===== src/logic/mac_rx_pkg.sv =====
// ------------------------------
// shared types, CRC constants and
// the structs between the rx blocks
// ------------------------------
package mac_rx_pkg;

    typedef logic [7:0]  byte_t;
    typedef logic [15:0] frame_len_t;
    typedef logic [31:0] word_t;
    typedef logic [31:0] crc_t;

    // reflected 802.3 polynomial
    localparam crc_t  CRC_POLY    = 32'hEDB8_8320;
    localparam crc_t  CRC_INIT    = 32'hFFFF_FFFF;
    localparam crc_t  CRC_RESIDUE = 32'hDEBB_20E3;  // register value after a good FCS

    localparam byte_t PREAMBLE_BYTE = 8'h55;
    localparam byte_t SFD_BYTE      = 8'hD5;

    typedef struct packed {
        byte_t data;
        logic  first;       // first byte after SFD
    } rx_byte_t;

    typedef struct packed {
        frame_len_t length;
        logic       truncated;
    } rx_end_t;

    // bytes fill from the msb down
    typedef struct packed {
        word_t      data;
        logic [2:0] bytes;  // 1..4
        logic       last;
    } rx_word_t;

    typedef struct packed {
        frame_len_t length;
        logic       crc_err;
        logic       runt;
        logic       oversize;
    } rx_status_t;

endpackage

===== src/logic/mac_rx.sv =====
// ------------------------------
// gigabit MAC receive top level
// ------------------------------
`timescale 1ns/10ps

module mac_rx #(
    parameter int min_frame_size = 64,
    parameter int max_frame_size = 1522
) (
    input  logic                   sys_clk,
    input  logic                   rst_n,
    input  mac_rx_pkg::byte_t      phy_data,
    input  logic                   data_valid,
    output logic                   word_stb,
    output mac_rx_pkg::rx_word_t   word_out,
    output logic                   frame_done,
    output mac_rx_pkg::rx_status_t status
);
    logic                 byte_stb;
    mac_rx_pkg::rx_byte_t rx_byte;
    logic                 frame_end;
    mac_rx_pkg::rx_end_t  end_info;
    logic                 crc_ok;

    mac_rx_ctrl #(
        .max_frame_size (max_frame_size)
    ) u_ctrl (
        .sys_clk    (sys_clk),
        .rst_n      (rst_n),
        .phy_data   (phy_data),
        .data_valid (data_valid),
        .byte_stb   (byte_stb),
        .rx_byte    (rx_byte),
        .frame_end  (frame_end),
        .end_info   (end_info)
    );

    rx_crc32 u_crc (
        .sys_clk   (sys_clk),
        .rst_n     (rst_n),
        .byte_stb  (byte_stb),
        .rx_byte   (rx_byte),
        .frame_end (frame_end),
        .crc_ok    (crc_ok)
    );

    rx_word_packer u_packer (
        .sys_clk   (sys_clk),
        .rst_n     (rst_n),
        .byte_stb  (byte_stb),
        .rx_byte   (rx_byte),
        .frame_end (frame_end),
        .word_stb  (word_stb),
        .word_out  (word_out)
    );

    rx_frame_status #(
        .min_frame_size (min_frame_size),
        .max_frame_size (max_frame_size)
    ) u_status (
        .sys_clk    (sys_clk),
        .rst_n      (rst_n),
        .frame_end  (frame_end),
        .end_info   (end_info),
        .crc_ok     (crc_ok),
        .frame_done (frame_done),
        .status     (status)
    );

endmodule


===== src/logic/rx_frame_status.sv =====
// ------------------------------
// per-frame status record
// ------------------------------
`timescale 1ns/10ps

module rx_frame_status #(
    parameter int min_frame_size = 64,
    parameter int max_frame_size = 1522
) (
    input  logic                   sys_clk,
    input  logic                   rst_n,
    input  logic                   frame_end,
    input  mac_rx_pkg::rx_end_t    end_info,
    input  logic                   crc_ok,
    output logic                   frame_done,
    output mac_rx_pkg::rx_status_t status
);
    localparam mac_rx_pkg::frame_len_t min_len = mac_rx_pkg::frame_len_t'(min_frame_size);

    mac_rx_pkg::frame_len_t len;
    logic                   runt;
    logic                   oversize;

    always_ff @(posedge sys_clk or negedge rst_n) begin
        if (!rst_n) begin
            frame_done <= 1'b0;
            len        <= '0;
            runt       <= 1'b0;
            oversize   <= 1'b0;
        end else begin
            frame_done <= frame_end;
            if (frame_end) begin
                len      <= end_info.length;
                runt     <= end_info.length < min_len;
                oversize <= end_info.truncated;
            end
        end
    end

    // crc_ok settles in the same edge as frame_done
    always_comb begin
        status.length   = len;
        status.crc_err  = !crc_ok;
        status.runt     = runt;
        status.oversize = oversize;
    end

endmodule


===== src/logic/rx_word_packer.sv =====
// ------------------------------
// frame bytes to 32-bit words
// ------------------------------
`timescale 1ns/10ps

module rx_word_packer (
    input  logic                 sys_clk,
    input  logic                 rst_n,
    input  logic                 byte_stb,
    input  mac_rx_pkg::rx_byte_t rx_byte,
    input  logic                 frame_end,
    output logic                 word_stb,
    output mac_rx_pkg::rx_word_t word_out
);
    mac_rx_pkg::word_t acc;
    logic [2:0]        fill;       // bytes held in acc
    logic              start_word;
    logic              push_full;
    logic              flush;

    assign start_word = rx_byte.first || fill == 3'd0 || fill == 3'd4;
    // a full word leaves only once a later byte shows it is not the last
    assign push_full  = byte_stb && !rx_byte.first && fill == 3'd4;
    assign flush      = frame_end && fill != 3'd0;

    always_ff @(posedge sys_clk or negedge rst_n) begin
        if (!rst_n) begin
            fill     <= 3'd0;
            word_stb <= 1'b0;
        end else begin
            word_stb <= push_full || flush;
            if (flush) begin
                fill <= 3'd0;
            end else if (byte_stb) begin
                fill <= start_word ? 3'd1 : fill + 3'd1;
            end
        end
    end

    always_ff @(posedge sys_clk) begin
        if (byte_stb) begin
            if (start_word) begin
                acc <= {rx_byte.data, 24'h0};  // first byte in the msb
            end else begin
                case (fill)
                    3'd1:    acc[23:16] <= rx_byte.data;
                    3'd2:    acc[15:8]  <= rx_byte.data;
                    default: acc[7:0]   <= rx_byte.data;
                endcase
            end
        end
        if (push_full || flush) begin
            word_out.data  <= acc;
            word_out.bytes <= fill;
            word_out.last  <= flush;
        end
    end

    a_bytes_nonzero: assert property (@(posedge sys_clk) disable iff (!rst_n)
        word_stb |-> word_out.bytes != 3'd0);

endmodule


===== src/logic/rx_crc32.sv =====
// ------------------------------
// byte-wise CRC-32 and residue check
// ------------------------------
`timescale 1ns/10ps

module rx_crc32 (
    input  logic                 sys_clk,
    input  logic                 rst_n,
    input  logic                 byte_stb,
    input  mac_rx_pkg::rx_byte_t rx_byte,
    input  logic                 frame_end,
    output logic                 crc_ok
);
    mac_rx_pkg::crc_t crc;
    mac_rx_pkg::crc_t crc_base;

    // lsb first, one bit per step
    function automatic mac_rx_pkg::crc_t crc_byte(
        input mac_rx_pkg::crc_t  crc_in,
        input mac_rx_pkg::byte_t data
    );
        mac_rx_pkg::crc_t c;
        int               i;
        c = crc_in ^ {24'h0, data};
        for (i = 0; i < 8; i++) begin
            if (c[0]) begin
                c = (c >> 1) ^ mac_rx_pkg::CRC_POLY;
            end else begin
                c = c >> 1;
            end
        end
        return c;
    endfunction

    assign crc_base = rx_byte.first ? mac_rx_pkg::CRC_INIT : crc;  // restart per frame

    always_ff @(posedge sys_clk or negedge rst_n) begin
        if (!rst_n) begin
            crc    <= mac_rx_pkg::CRC_INIT;
            crc_ok <= 1'b0;
        end else begin
            if (byte_stb) begin
                crc <= crc_byte(crc_base, rx_byte.data);
            end
            // FCS already folded in by now
            if (frame_end) begin
                crc_ok <= (crc == mac_rx_pkg::CRC_RESIDUE);
            end
        end
    end

endmodule


===== src/logic/mac_rx_ctrl.sv =====
// ------------------------------
// input registers, preamble/SFD FSM,
// byte count and frame size limit
// ------------------------------
`timescale 1ns/10ps

module mac_rx_ctrl #(
    parameter int max_frame_size = 1522
) (
    input  logic                 sys_clk,
    input  logic                 rst_n,
    input  mac_rx_pkg::byte_t    phy_data,
    input  logic                 data_valid,
    output logic                 byte_stb,
    output mac_rx_pkg::rx_byte_t rx_byte,
    output logic                 frame_end,
    output mac_rx_pkg::rx_end_t  end_info
);
    typedef enum logic [1:0] {IDLE, PREAMBLE, DATA, DISCARD} state_t;

    localparam mac_rx_pkg::frame_len_t max_len = mac_rx_pkg::frame_len_t'(max_frame_size);

    state_t                 state;
    mac_rx_pkg::byte_t      s1_data;
    mac_rx_pkg::byte_t      s2_data;
    logic                   s1_valid;
    logic                   s2_valid;
    mac_rx_pkg::frame_len_t byte_cnt;
    logic                   truncated;
    logic                   frame_exit;

    // two register stages on the PHY side
    always_ff @(posedge sys_clk or negedge rst_n) begin
        if (!rst_n) begin
            s1_data  <= '0;
            s1_valid <= 1'b0;
            s2_data  <= '0;
            s2_valid <= 1'b0;
        end else begin
            s1_data  <= phy_data;
            s1_valid <= data_valid;
            s2_data  <= s1_data;
            s2_valid <= s1_valid;
        end
    end

    assign frame_exit = (state == DATA || state == DISCARD) && !s2_valid;

    always_ff @(posedge sys_clk or negedge rst_n) begin
        if (!rst_n) begin
            state     <= IDLE;
            byte_cnt  <= '0;
            truncated <= 1'b0;
            byte_stb  <= 1'b0;
            frame_end <= 1'b0;
        end else begin
            byte_stb  <= 1'b0;
            frame_end <= 1'b0;
            case (state)
                IDLE: begin
                    if (s2_valid) begin
                        // junk start, wait for the burst to end
                        state <= (s2_data == mac_rx_pkg::PREAMBLE_BYTE) ? PREAMBLE : DISCARD;
                    end
                end
                PREAMBLE: begin
                    if (!s2_valid) begin
                        state <= IDLE;
                    end else if (s2_data == mac_rx_pkg::SFD_BYTE) begin
                        state     <= DATA;
                        byte_cnt  <= '0;
                        truncated <= 1'b0;
                    end else if (s2_data != mac_rx_pkg::PREAMBLE_BYTE) begin
                        state <= DISCARD;  // broken preamble
                    end
                end
                DATA: begin
                    if (!s2_valid) begin
                        state     <= IDLE;
                        frame_end <= (byte_cnt != '0);  // empty frame is dropped
                    end else if (byte_cnt == max_len) begin
                        state     <= DISCARD;
                        truncated <= 1'b1;
                    end else begin
                        byte_stb <= 1'b1;
                        byte_cnt <= byte_cnt + 1'b1;
                    end
                end
                default: begin
                    if (!s2_valid) begin
                        state     <= IDLE;
                        frame_end <= truncated;  // only a cut frame reports
                        truncated <= 1'b0;
                    end
                end
            endcase
        end
    end

    always_ff @(posedge sys_clk) begin
        if (state == DATA && s2_valid) begin
            rx_byte.data  <= s2_data;
            rx_byte.first <= (byte_cnt == '0);
        end
        if (frame_exit) begin
            end_info.length    <= byte_cnt;
            end_info.truncated <= truncated;
        end
    end

    a_stb_in_data: assert property (@(posedge sys_clk) disable iff (!rst_n)
        byte_stb |-> state == DATA);

    a_end_single: assert property (@(posedge sys_clk) disable iff (!rst_n)
        frame_end |=> !frame_end);

endmodule


===== config.mk =====
export PLATFORM = sky130hd
export DESIGN_NAME = mac_rx
export DESIGN_NICKNAME = d
export VERILOG_FILES = /design/src/logic/mac_rx_pkg.sv /design/src/logic/mac_rx.sv /design/src/logic/rx_frame_status.sv /design/src/logic/rx_word_packer.sv /design/src/logic/rx_crc32.sv /design/src/logic/mac_rx_ctrl.sv
export SDC_FILE = /design/constraint.sdc
export NUM_CORES = 1
export LEC_CHECK = 0
export ABC_CLOCK_PERIOD_IN_PS = 9300
export BUFFER_PORTS_ARGS = -buffer_cell sky130_fd_sc_hd__buf_2
export CAP_MARGIN = 20
export CORE_MARGIN = 2
export CORE_UTILIZATION = 54
export CTS_CLUSTER_SIZE = 16
export DETAILED_ROUTE_END_ITERATION = 7
export MAX_ROUTING_LAYER = met4
export PLACE_DENSITY_LB_ADDON = 0.3
export SLEW_MARGIN = 10
export SYNTH_ARGS = -nofsm -noshare
export SYNTH_HDL_FRONTEND = slang
export SYNTH_HIERARCHICAL = 1
export SYNTH_SLANG_ARGS = --single-unit

===== constraint.sdc =====
create_clock -name sys_clk -period 9.3 [get_ports sys_clk]
set_input_delay 1.395 -clock sys_clk [delete_from_list [all_inputs] [get_ports sys_clk]]
set_output_delay 1.395 -clock sys_clk [all_outputs]
set_load 0.02 [all_outputs]

### Yosys cells after proc, flatten, opt, wreduce, memory -nomap -nowiden

Cells that the tools add are included.

* register bits after elaboration: 189
* latch bits: 0
* bits in writable memories: 0
* memory bits (read-only): 0
* output and inout bits: 57
* word-level logic and storage cells: 141
* memories: 0

* add/sub/neg operators: 2
* $mul: 0
* div/mod/pow operators: 0
* order comparisons: 1
* equal/unequal tests: 22
* shifts and indexed selects: 0
* multiplexer cells: 48
* bitwise gates (word level): 10
* reductions and logical operators: 30

Operators by type and width (number)
* 32-bit 2-to-1 mux: 16
* 13-bit NOT with 14-bit output: 8
* 16-bit 2-to-1 mux: 4
* 32-bit equality test, second input constant: 1
* 16-bit one-hot mux with 2 select lines: 1
* 32-bit by 8-bit bitwise XOR with 32-bit output: 1
* 8-bit 2-to-1 mux: 3
* 16-bit by 1-bit adder with 16-bit output, second input constant: 1
* 16-bit by 11-bit equality test with 1-bit output, second input constant: 1
* 16-bit logical NOT: 1
* 16-bit by 7-bit < comparator with 1-bit output, second input constant: 1
* 2-bit 2-to-1 mux: 8
* 16-bit nonzero test: 1
* 1-bit 2-to-1 mux: 10
* 2-bit by 1-bit != test with 1-bit output, second input constant: 5
* 3-bit 2-to-1 mux: 3
* 8-bit by 7-bit equality test with 1-bit output, second input constant: 1
* 8-bit equality test, second input constant: 1
* 4-bit != test, second input constant: 2
* 8-bit by 7-bit != test with 1-bit output, second input constant: 1
* 2-bit AND reduction: 4
* 2-bit nonzero test: 4
* 3-bit != test, second input constant: 2
* 2-bit one-hot mux with 3 select lines: 1
* 20 further kinds: 32

### Longest topological paths before layout

Gate-level depths: netlist of the first run.

* depth after elaboration: 25
* mapped depth: 7
* depth with buffers taken out: 7

### Cells and area by module

Netlist of the first run, hierarchy kept.

By module, submodules not included
* mac_rx_ctrl: instances 1, cells an instance 181, area an instance 2527.4 µm², seq. area each 1756.7 µm²
* rx_word_packer: instances 1, cells an instance 110, area an instance 2408.6 µm², seq. area each 2142.1 µm²
* rx_crc32: instances 1, cells an instance 237, area an instance 2391.0 µm², seq. area each 865.8 µm²
* rx_frame_status: instances 1, cells an instance 47, area an instance 778.2 µm², seq. area each 475.5 µm²

### Worst setup path before layout of the first run

Ideal clock, no wire load.

* path kind: register -> register
* start: register u_packer.fill[0]
* end: register, netlist name u_packer/word_out[0]
* data arrival time: 2.666 ns
* required time: 8.857 ns
* slack: 6.191 ns
* cell stages (with the launch flop): 5
* clock period less this slack: 3.109 ns
* cells stage by stage: dfrtp_1 > inv_1 > ha_1 > a31oi_1 > a21oi_1

* word-level cells in the longest chain between the ends: 3

RTL lines
* from (decl): RTL line rx_word_packer.sv:16 `logic [2:0] fill;`
* from (signal assigned): RTL line rx_word_packer.sv:35 `fill <= start_word ? 3'd1 : fill + 3'd1;`
* 3-bit equality test or 3-bit nonzero test (tied branches): RTL line rx_word_packer.sv:23, rx_word_packer.sv:24
* 1-bit logical AND, on equally long branches: RTL line rx_word_packer.sv:23, rx_word_packer.sv:24
* 1-bit logical OR (*): RTL line rx_word_packer.sv:52 `if (push_full || flush) begin`

Every way passes the cells marked *; elsewhere a longest branch is shown, timed or not.
A chain may end at the register's enable or synchronous reset.

### Worst setup path after layout of the first run

* start: register u_ctrl.s2_valid
* end: register u_ctrl.byte_cnt[14]

* word-level cells in the longest chain between the ends: 2

RTL lines
* from (decl): RTL line mac_rx_ctrl.sv:27 `logic s2_valid;`
* from (signal assigned): RTL line mac_rx_ctrl.sv:43 `s2_valid <= s1_valid;`
* 2-bit by 1-bit != test with 1-bit output (no line)
* 5-bit AND reduction (no line) (*)
* to (signal assigned): RTL line mac_rx_ctrl.sv:86 `byte_cnt <= byte_cnt + 1'b1;`
* to (decl): RTL line mac_rx_ctrl.sv:28 `mac_rx_pkg::frame_len_t byte_cnt;`

Marked as above.

==> results of run 1 <==
==> cell families after synthesis <==
kind of cell    count (synthesis)  synth area share [%]
compound gates                 67                  5.20
xor+xnor                       90                  11.0
fa+ha+maj                       7                  1.08
buf+inv                        43                  2.99
flops                         189                  64.6
mux                            32                  4.80
simple gates                  147                  10.2
==> placed cells by master (no fill, tap or decap), drive strengths merged, types with 6 or more instances in the layout <==
cell type,n
nor4,6
a31oi,7
o31ai,6
clkbuf,22
nand3,9
ha,7
nand2,19
edfxtp,94
xor2,15
nor2,58
buf,74
xnor2,71
inv,20
nand4,7
o21ai,9
and3,8
dfrtp,63
dfstp,32
mux2,31
and2,9
a21oi,25
==> worst max-delay path: cells and delay by family (launching register included) <==
kind	cells	cell delay (ns)
buffers and inverters	2	0.63
AOI/OAI and AO/OA	3	0.83
and+or+nand+nor	1	0.42
DFF	1	0.49
==> flip-flops by register name (all words and copies together) (netlist names), 9 cells and up <==
name	flops
u_ctrl/byte_cnt	16
u_packer/acc	32
u_ctrl/end_info	17
u_crc/crc	32
u_packer/word_out	36
u_ctrl/rx_byte	9
u_status/len	16
==> report_power, final <==
part	total (W)	switching [W]	internal, W	leakage, nW
Combinational	0.000895	0.000443	0.000452	1.35
Sequential	0.00123	0.000137	0.00109	2.04
Clock	0.000710	0.000302	0.000408	0.284
Total	0.00283	0.000882	0.00195	3.67
==> worst max path at each step <==
stage / startpoint / endpoint / slack, ns / cells after the start
finish: u_ctrl/s2_valid / u_ctrl/byte_cnt[14] / 6.87 / 6
global route: u_ctrl/s2_valid / u_ctrl/byte_cnt[14] / 6.58 / 6
CTS: u_ctrl/s2_valid / u_ctrl/byte_cnt[0] / 6.75 / 5
detailed placement: rst_n / u_crc/crc_ok / 6.72 / 2
global placement: rst_n / u_crc/crc_ok / 6.79 / 2
floorplan: u_packer/fill[0] / u_packer/word_out[0] / 6.19 / 4
==> through the flow <==
stage                     area, um^2  setup WS [ns]  total power, W  hold WS [ns]  util [%]
after detailed placement        8540           6.72         0.00212         0.335      58.5
after floorplan                 8110           6.19         0.00194         0.331         -
after CTS                       9120           6.75         0.00284         0.350      62.5
final                           9150           6.87         0.00283         0.350      62.7
after global routing            9150           6.58         0.00298         0.359      62.7
after global placement          8530           6.79         0.00210         0.335      58.5
==> final cells by class <==
cell class                 count  area [um^2]
clock buffer                  21          450
clock inverter                11          130
fill                        1080         5440
inverter                      14         52.6
multi-input combinational    343         2630
sequential                   189         5240
tap                          184          230
timing repair buffer          75          413
==> routing by layer <==
layer,routed length [um],GRT usage (%),vias up
met2,6800,29.3,124
met1,6620,26.6,2237
met3,707,4.77,15
met5,0,-,-
met4,192,6.46,0
li1,-,-,2165
==> results by group, run 1 <==
Status
  – Outcome: complete, no violations

CTS
  – Clock root cell: clkbuf_16
  – Worst-Skew Late Latency: 0.42 ns
  – Clock tree sinks: about 190
  – Longest Clk Path Bufs: 2
  – Num CTS Buffers: 17
  – Setup Buffers After CTS: 0
  – Clk slew on worst S/H paths: 0.07 ns
  – H-tree depth: 4
  – Post-CTS Hold Fix Bufs: 0
  – CTS tree: done
  – # resized after CTS: 0

Worst setup path
  – WP data required: 9.66 ns
  – Critical path's slowest cell: a31oi_1
  – Kind of critical path: reg2reg
  – CP cell instances: nand3b_1 -> inv_1 -> a31oi_1 -> clkbuf_2 -> o21bai_1 -> a22o_1
  – RR Startpoint: u_ctrl/s2_valid
  – Critical Path Max Stage Delay: 0.54 ns
  – CP startpoint kind: register
  – R2R cell count: 6
  – Endpoint type of the worst setup path: register
  – Reg-to-reg endpoint: u_ctrl/byte_cnt[14]
  – Maximum fanout along the worst path: 12
  – Worst EP arrival: 2.78 ns
  – R2R Setup Slk: 6.87 ns

Yosys
  – Top-count cell post-synth: edfxtp_1
  – Commonest cells in the netlist: 94 x edfxtp_1, 66 x xnor2_1, 63 x dfrtp_1
  – Synth unique cells: 68
  – Leading area contributor after synthesis: edfxtp_1
  – Register area share after synthesis: 64.6%
  – Synth top area cells: edfxtp_1 35%, dfrtp_1 19%, dfstp_2 10%, xnor2_1 7.1%, mux2_2 3.2%
  – Mapped Avg Cell Area: about 14 um^2
  – Async SR Flop Fraction: about half
  – Area fraction of the dominant cell type after synthesis: about a third
  – Post-Syn Area: between 8000 and 9000 um^2
  – Predominant post-synthesis flop cell: edfxtp_1
  – Cells after synthesis: 575
  – Ys Warns: 6
  – Post-synth EDFFs: between 90 and 100
  – Mapped Nets: 593
  – FF+latch count, synth: 189

Place
  – Hpwl dp: approximately 9700 um
  – Placer Congestion: ~0.88
  – Port-buffer cells: 67
  – Inst Count DP: 803

Global route
  – Vias in the first global route: 4,551
  – GRT Total Usage: about a fifth
  – Global-route wire length before repair: ~24,000 um
  – Initial antenna violation count: 0
  – Grt ovf: 0
  – Largest net degree at the start of global routing: 66

Cells and area
  – Synthesis-to-layout area growth: 12.9%
  – Post-Layout Cell Count: 837
  – Fraction of layout cells with a size suffix above 1: 28.9%
  – Final #Nets: 658
  – # diodes: 0

Power and ir drop
  – Worst IR drop on VDD: 164 uV
  – P_leak: between 3 and 4 nW
  – Power Density: between 300 and 400 nW/um^2

Die
  – Initial core utilization: between 50% and 60%
  – Die height: 127 um
  – Die Wd: 127 um
  – Core area: 14,600 um^2
  – Full die area: 16,000 um^2
  – IO Count: approximately 70
  – Std-Cell Rows: between 40 and 50

Route
  – Initial DRC count: 269
  – Via count: between 4,000 and 5,000
  – Routed WL per cell: 17.1 um
  – Residual DRC: 0
  – Total wire length: 14,300 um
  – Antenna Nets Post-Route: 0
  – DRT Pass-1 Iters: 5
  – Vias per Instance: 5.43

Timing
  – RSZ-0062 raised after global routing: false
  – Final hold vios: 0
  – Setup TNS: 0 ns
  – Slew @ Worst Pin: between 0.8 and 0.9 ns
  – Clock Skew: 0.00608 ns
  – Final-report setup violation count: 0
  – Rel. slew slack: 42.1%
  – Slew Viols, Final: 0
  – Tmin final: 2.43 ns
  – Fmax achieved: 412 MHz
  – Tcrit/Tclk final: a little over a quarter

Min path
  – Cells on Worst Hold Path: 0
  – HP Start: u_ctrl/s1_data[4]
  – HP Class: reg2reg
  – Worst hold endpoint: u_ctrl/s2_data[4]

Flow run
  – Max-Cap Viols: 0
Power figures use the tool's default switching activity.
==> run 2: changes to the inputs <==
--- a/config.mk
+++ b/config.mk
@@ -5,7 +5,7 @@
 export SDC_FILE = /design/constraint.sdc
 export NUM_CORES = 1
 export LEC_CHECK = 0
-export ABC_CLOCK_PERIOD_IN_PS = 9300
+export ABC_CLOCK_PERIOD_IN_PS = 2000
 export BUFFER_PORTS_ARGS = -buffer_cell sky130_fd_sc_hd__buf_2
 export CAP_MARGIN = 20
 export CORE_MARGIN = 2
==> constraint.sdc (replaced) <==
create_clock -name sys_clk -period 2 [get_ports sys_clk]
set_input_delay 0.3 -clock sys_clk [delete_from_list [all_inputs] [get_ports sys_clk]]
set_output_delay 0.3 -clock sys_clk [all_outputs]
set_load 0.02 [all_outputs]
==> run 2 against run 1 <==
Maximum frequency rose by 22%. Worst setup slack got worse by 6.9 ns. First-iteration DRC count rose by 24%. Critical path depth rose by 1. Power rose to 4.9 times the previous value. Design area rose by 6.1%. Non-clock buffer count rose by 51. Global-route usage rose by 1.1 points. Critical endpoint is now u_crc/crc[23]. Largest cell class unchanged.
==> results by group, run 2 (synthesized netlist as in run 1, its figures left out) <==
Status
  – Outcome: complete, no violations

Timing
  – RSZ-0062 raised after global routing: true
  – Tcrit/Tclk final: 99.2% (+73 points)
  – Hold_ws: 0.352 ns (+0.00194 ns)
  – Tmin final: 1.98 ns (-0.442 ns)
  – Setup TNS: 0 ns (unchanged)
  – Rel. slew slack: 57.2% (+15 points)
  – Clock Skew: 0.00980 ns (+0.00372 ns)
  – Fmax achieved: 504 MHz (+22%)
  – Slew Viols, Final: 0 (unchanged)
  – Final-report setup violation count: 0 (unchanged)
  – Slew @ Worst Pin: 0.640 ns (-0.226 ns)
  – Final hold vios: 0 (unchanged)

Power and ir drop
  – Sw Pwr: 0.00435 W (+390%)
  – P_leak: 3.97 nW (+8.1%)
  – Reg power frac: 40.9% (-2.5 points)
  – Comb power frac: 35.2% (+3.6 points)
  – Sw Ratio: 31.4% (+0.34 points)
  – Worst IR drop on VDD: 694 uV (+320%)
  – Pint: 0.00949 W (+390%)
  – Power Density: 1430 nW/um^2 (+360%)
  – Clock share of power: 23.8% (-1.2 points)

Worst setup path
  – Worst EP arrival: 2.33 ns (-0.45 ns)
  – R2R cell count: 7 (+1)
  – WP data required: 2.35 ns (-7.31 ns)
  – RR Startpoint: u_crc/crc[0]
  – Most used cell, CP: xnor2_1
  – Maximum fanout along the worst path: 3 (-9)
  – R2R Setup Slk: 0.02 ns (-6.86 ns)
  – Critical path's slowest cell: dfstp_2
  – CP cell instances: xnor2_1 -> nor2_2 -> xor2_1 -> xnor2_1 -> buf_4 -> xnor3_1 -> a21oi_1
  – CP startpoint kind: register
  – Critical Path Max Stage Delay: 0.57 ns (+0.03 ns)
  – Kind of critical path: reg2reg
  – Endpoint type of the worst setup path: register
  – CP delay by family, top: XOR/XNOR gates
  – Reg-to-reg endpoint: u_crc/crc[23]
  – CP Buf/Inv Count: 1 (-1)

Min path
  – Cells on Worst Hold Path: 0 (unchanged)
  – Worst hold endpoint: u_ctrl/s2_data[4]
  – HP Start: u_ctrl/s1_data[4]
  – HP Class: reg2reg

Die
  – Die height: 127 um (unchanged)
  – Core area: 14,600 um^2 (unchanged)
  – IO Count: 68 (unchanged)
  – Std-Cell Rows: 44 (unchanged)
  – Initial core utilization: 55.6% (unchanged)
  – Die Wd: 127 um (unchanged)
  – Full die area: 16,000 um^2 (unchanged)

Route
  – Antenna Nets Post-Route: 0 (unchanged)
  – Initial DRC count: 333 (+24%)
  – Total wire length: 15,200 um (+6.2%)
  – DRT Pass-1 Iters: 4 (-1)
  – Residual DRC: 0 (unchanged)
  – Vias per Instance: 5.46 (+0.64%)
  – Routed WL per cell: 17.1 um (+0.21%)
  – Via count: 4,843 (+6.7%)

Cells and area
  – Fraction of layout cells with a size suffix above 1: 34.7% (+5.8 points)
  – Largest registers: u_packer/word_out (36), u_crc/crc (32), u_packer/acc (32)
  – Most common cell after layout, fill and taps aside: edfxtp_1
  – Number of flip-flops in the largest register: 36 (unchanged)
  – Largest register by flop count: u_packer/word_out
  – Utilization after layout: 66.6% (+3.9 points)
  – Synthesis-to-layout area growth: 19.8%
  – Fillers: 1,000 (-7.4%)
  – Post-Layout Cell Count: 887 (+6.0%)
  – Leading cell types in the layout, fill and taps excluded: 94 x edfxtp_1, 66 x buf_2, 63 x dfrtp_1, 57 x xnor2_1, 52 x nor2_1
  – Final #Nets: 709 (+7.8%)
  – # diodes: 0 (unchanged)
  – Fin area: 9710 um^2 (+6.1%)

Flow run
  – Max-Cap Viols: 0 (unchanged)

Place
  – Port-buffer cells: 67 (unchanged)
  – Hpwl dp: 10,500 um (+7.6%)
  – Inst Count DP: 843 (+5.0%)
  – Placed Area: 8920 um^2 (+4.5%)
  – Placer Congestion: 0.923 (+5.0%)

CTS
  – CTS tree: done
  – Num CTS Buffers: 17 (unchanged)
  – Longest Clk Path Bufs: 2 (unchanged)
  – H-tree depth: 4 (unchanged)
  – Clock tree sinks: 189 (unchanged)
  – Clk slew on worst S/H paths: 0.07 ns (about the same)
  – Clock root cell: clkbuf_16
  – Worst-Skew Late Latency: 0.42 ns (about the same)

Global route
  – Global-route wire length before repair: 25,100 um (+5.9%)
  – Grt ovf: 0 (unchanged)
  – Largest net degree at the start of global routing: 52 (-21%)
  – Vias in the first global route: 4,721 (+3.7%)
  – Initial antenna violation count: 0 (unchanged)
  – GRT Total Usage: 20.6% (+1.1 points)
run 2: power groups by stage:
stage                     combinational, W  sequential (W)  clock [W]
after floorplan                    0.00339         0.00571          0
after global placement             0.00451         0.00569          0
after detailed placement           0.00459         0.00572          0
after CTS                          0.00469         0.00565    0.00337
after global routing               0.00527         0.00577    0.00353
final                              0.00487         0.00567    0.00330
run 2: how the worst max path moves through the flow:
stage,from,to,slack [ns],cells past startpoint
6_report,u_crc/crc[0],u_crc/crc[23],0.02,7
5_1_grt,u_crc/crc[0],u_crc/crc[23],-0.04,7
4_1_cts,u_ctrl/rx_byte[0],u_crc/crc[21],0.01,7
3_5_place_dp,u_crc/crc[1],u_crc/crc[21],0.02,6
3_3_place_gp,u_crc/crc[1],u_crc/crc[21],0.06,6
2_1_floorplan,u_crc/crc[2],u_crc/crc[21],0.001,7
run 2: final cells by class:
cell class	count	area (um^2)	area share, %
timing repair buffer	126	860	8.85
tap	184	230	2.37
sequential	189	5240	54.0
clock inverter	14	155	1.60
inverter	14	52.6	0.541
clock buffer	17	425	4.38
multi-input combinational	343	2750	28.3
run 2: repair_timing:
action | 4_1_cts | 5_1_grt
buffers inserted | 1 | 2
resized for setup | 1 | 12
endpoints found under the setup margin | 2 | 7
hold buffers | 10 | 0
pin swaps | 3 | 2
hold endpoints to repair | 41 | 0
run 2: stage by stage:
stage | total power [W] | setup slack, ns
finish | 0.0138 | 0.0166
global route | 0.0146 | -0.0351
CTS | 0.0137 | 0.0113
detailed placement | 0.0103 | 0.0197
global placement | 0.0102 | 0.0566
floorplan | 0.00911 | 0.00116
run 2: layer usage:
layer  vias to the layer above  GRT usage, %  routed length (um)
met5                         -             -                   0
met4                         0          7.56                 267
li1                       2264             -                   -
met3                        20          3.88                 747
met1                      2427          28.1                6990
met2                       132          31.4                7200
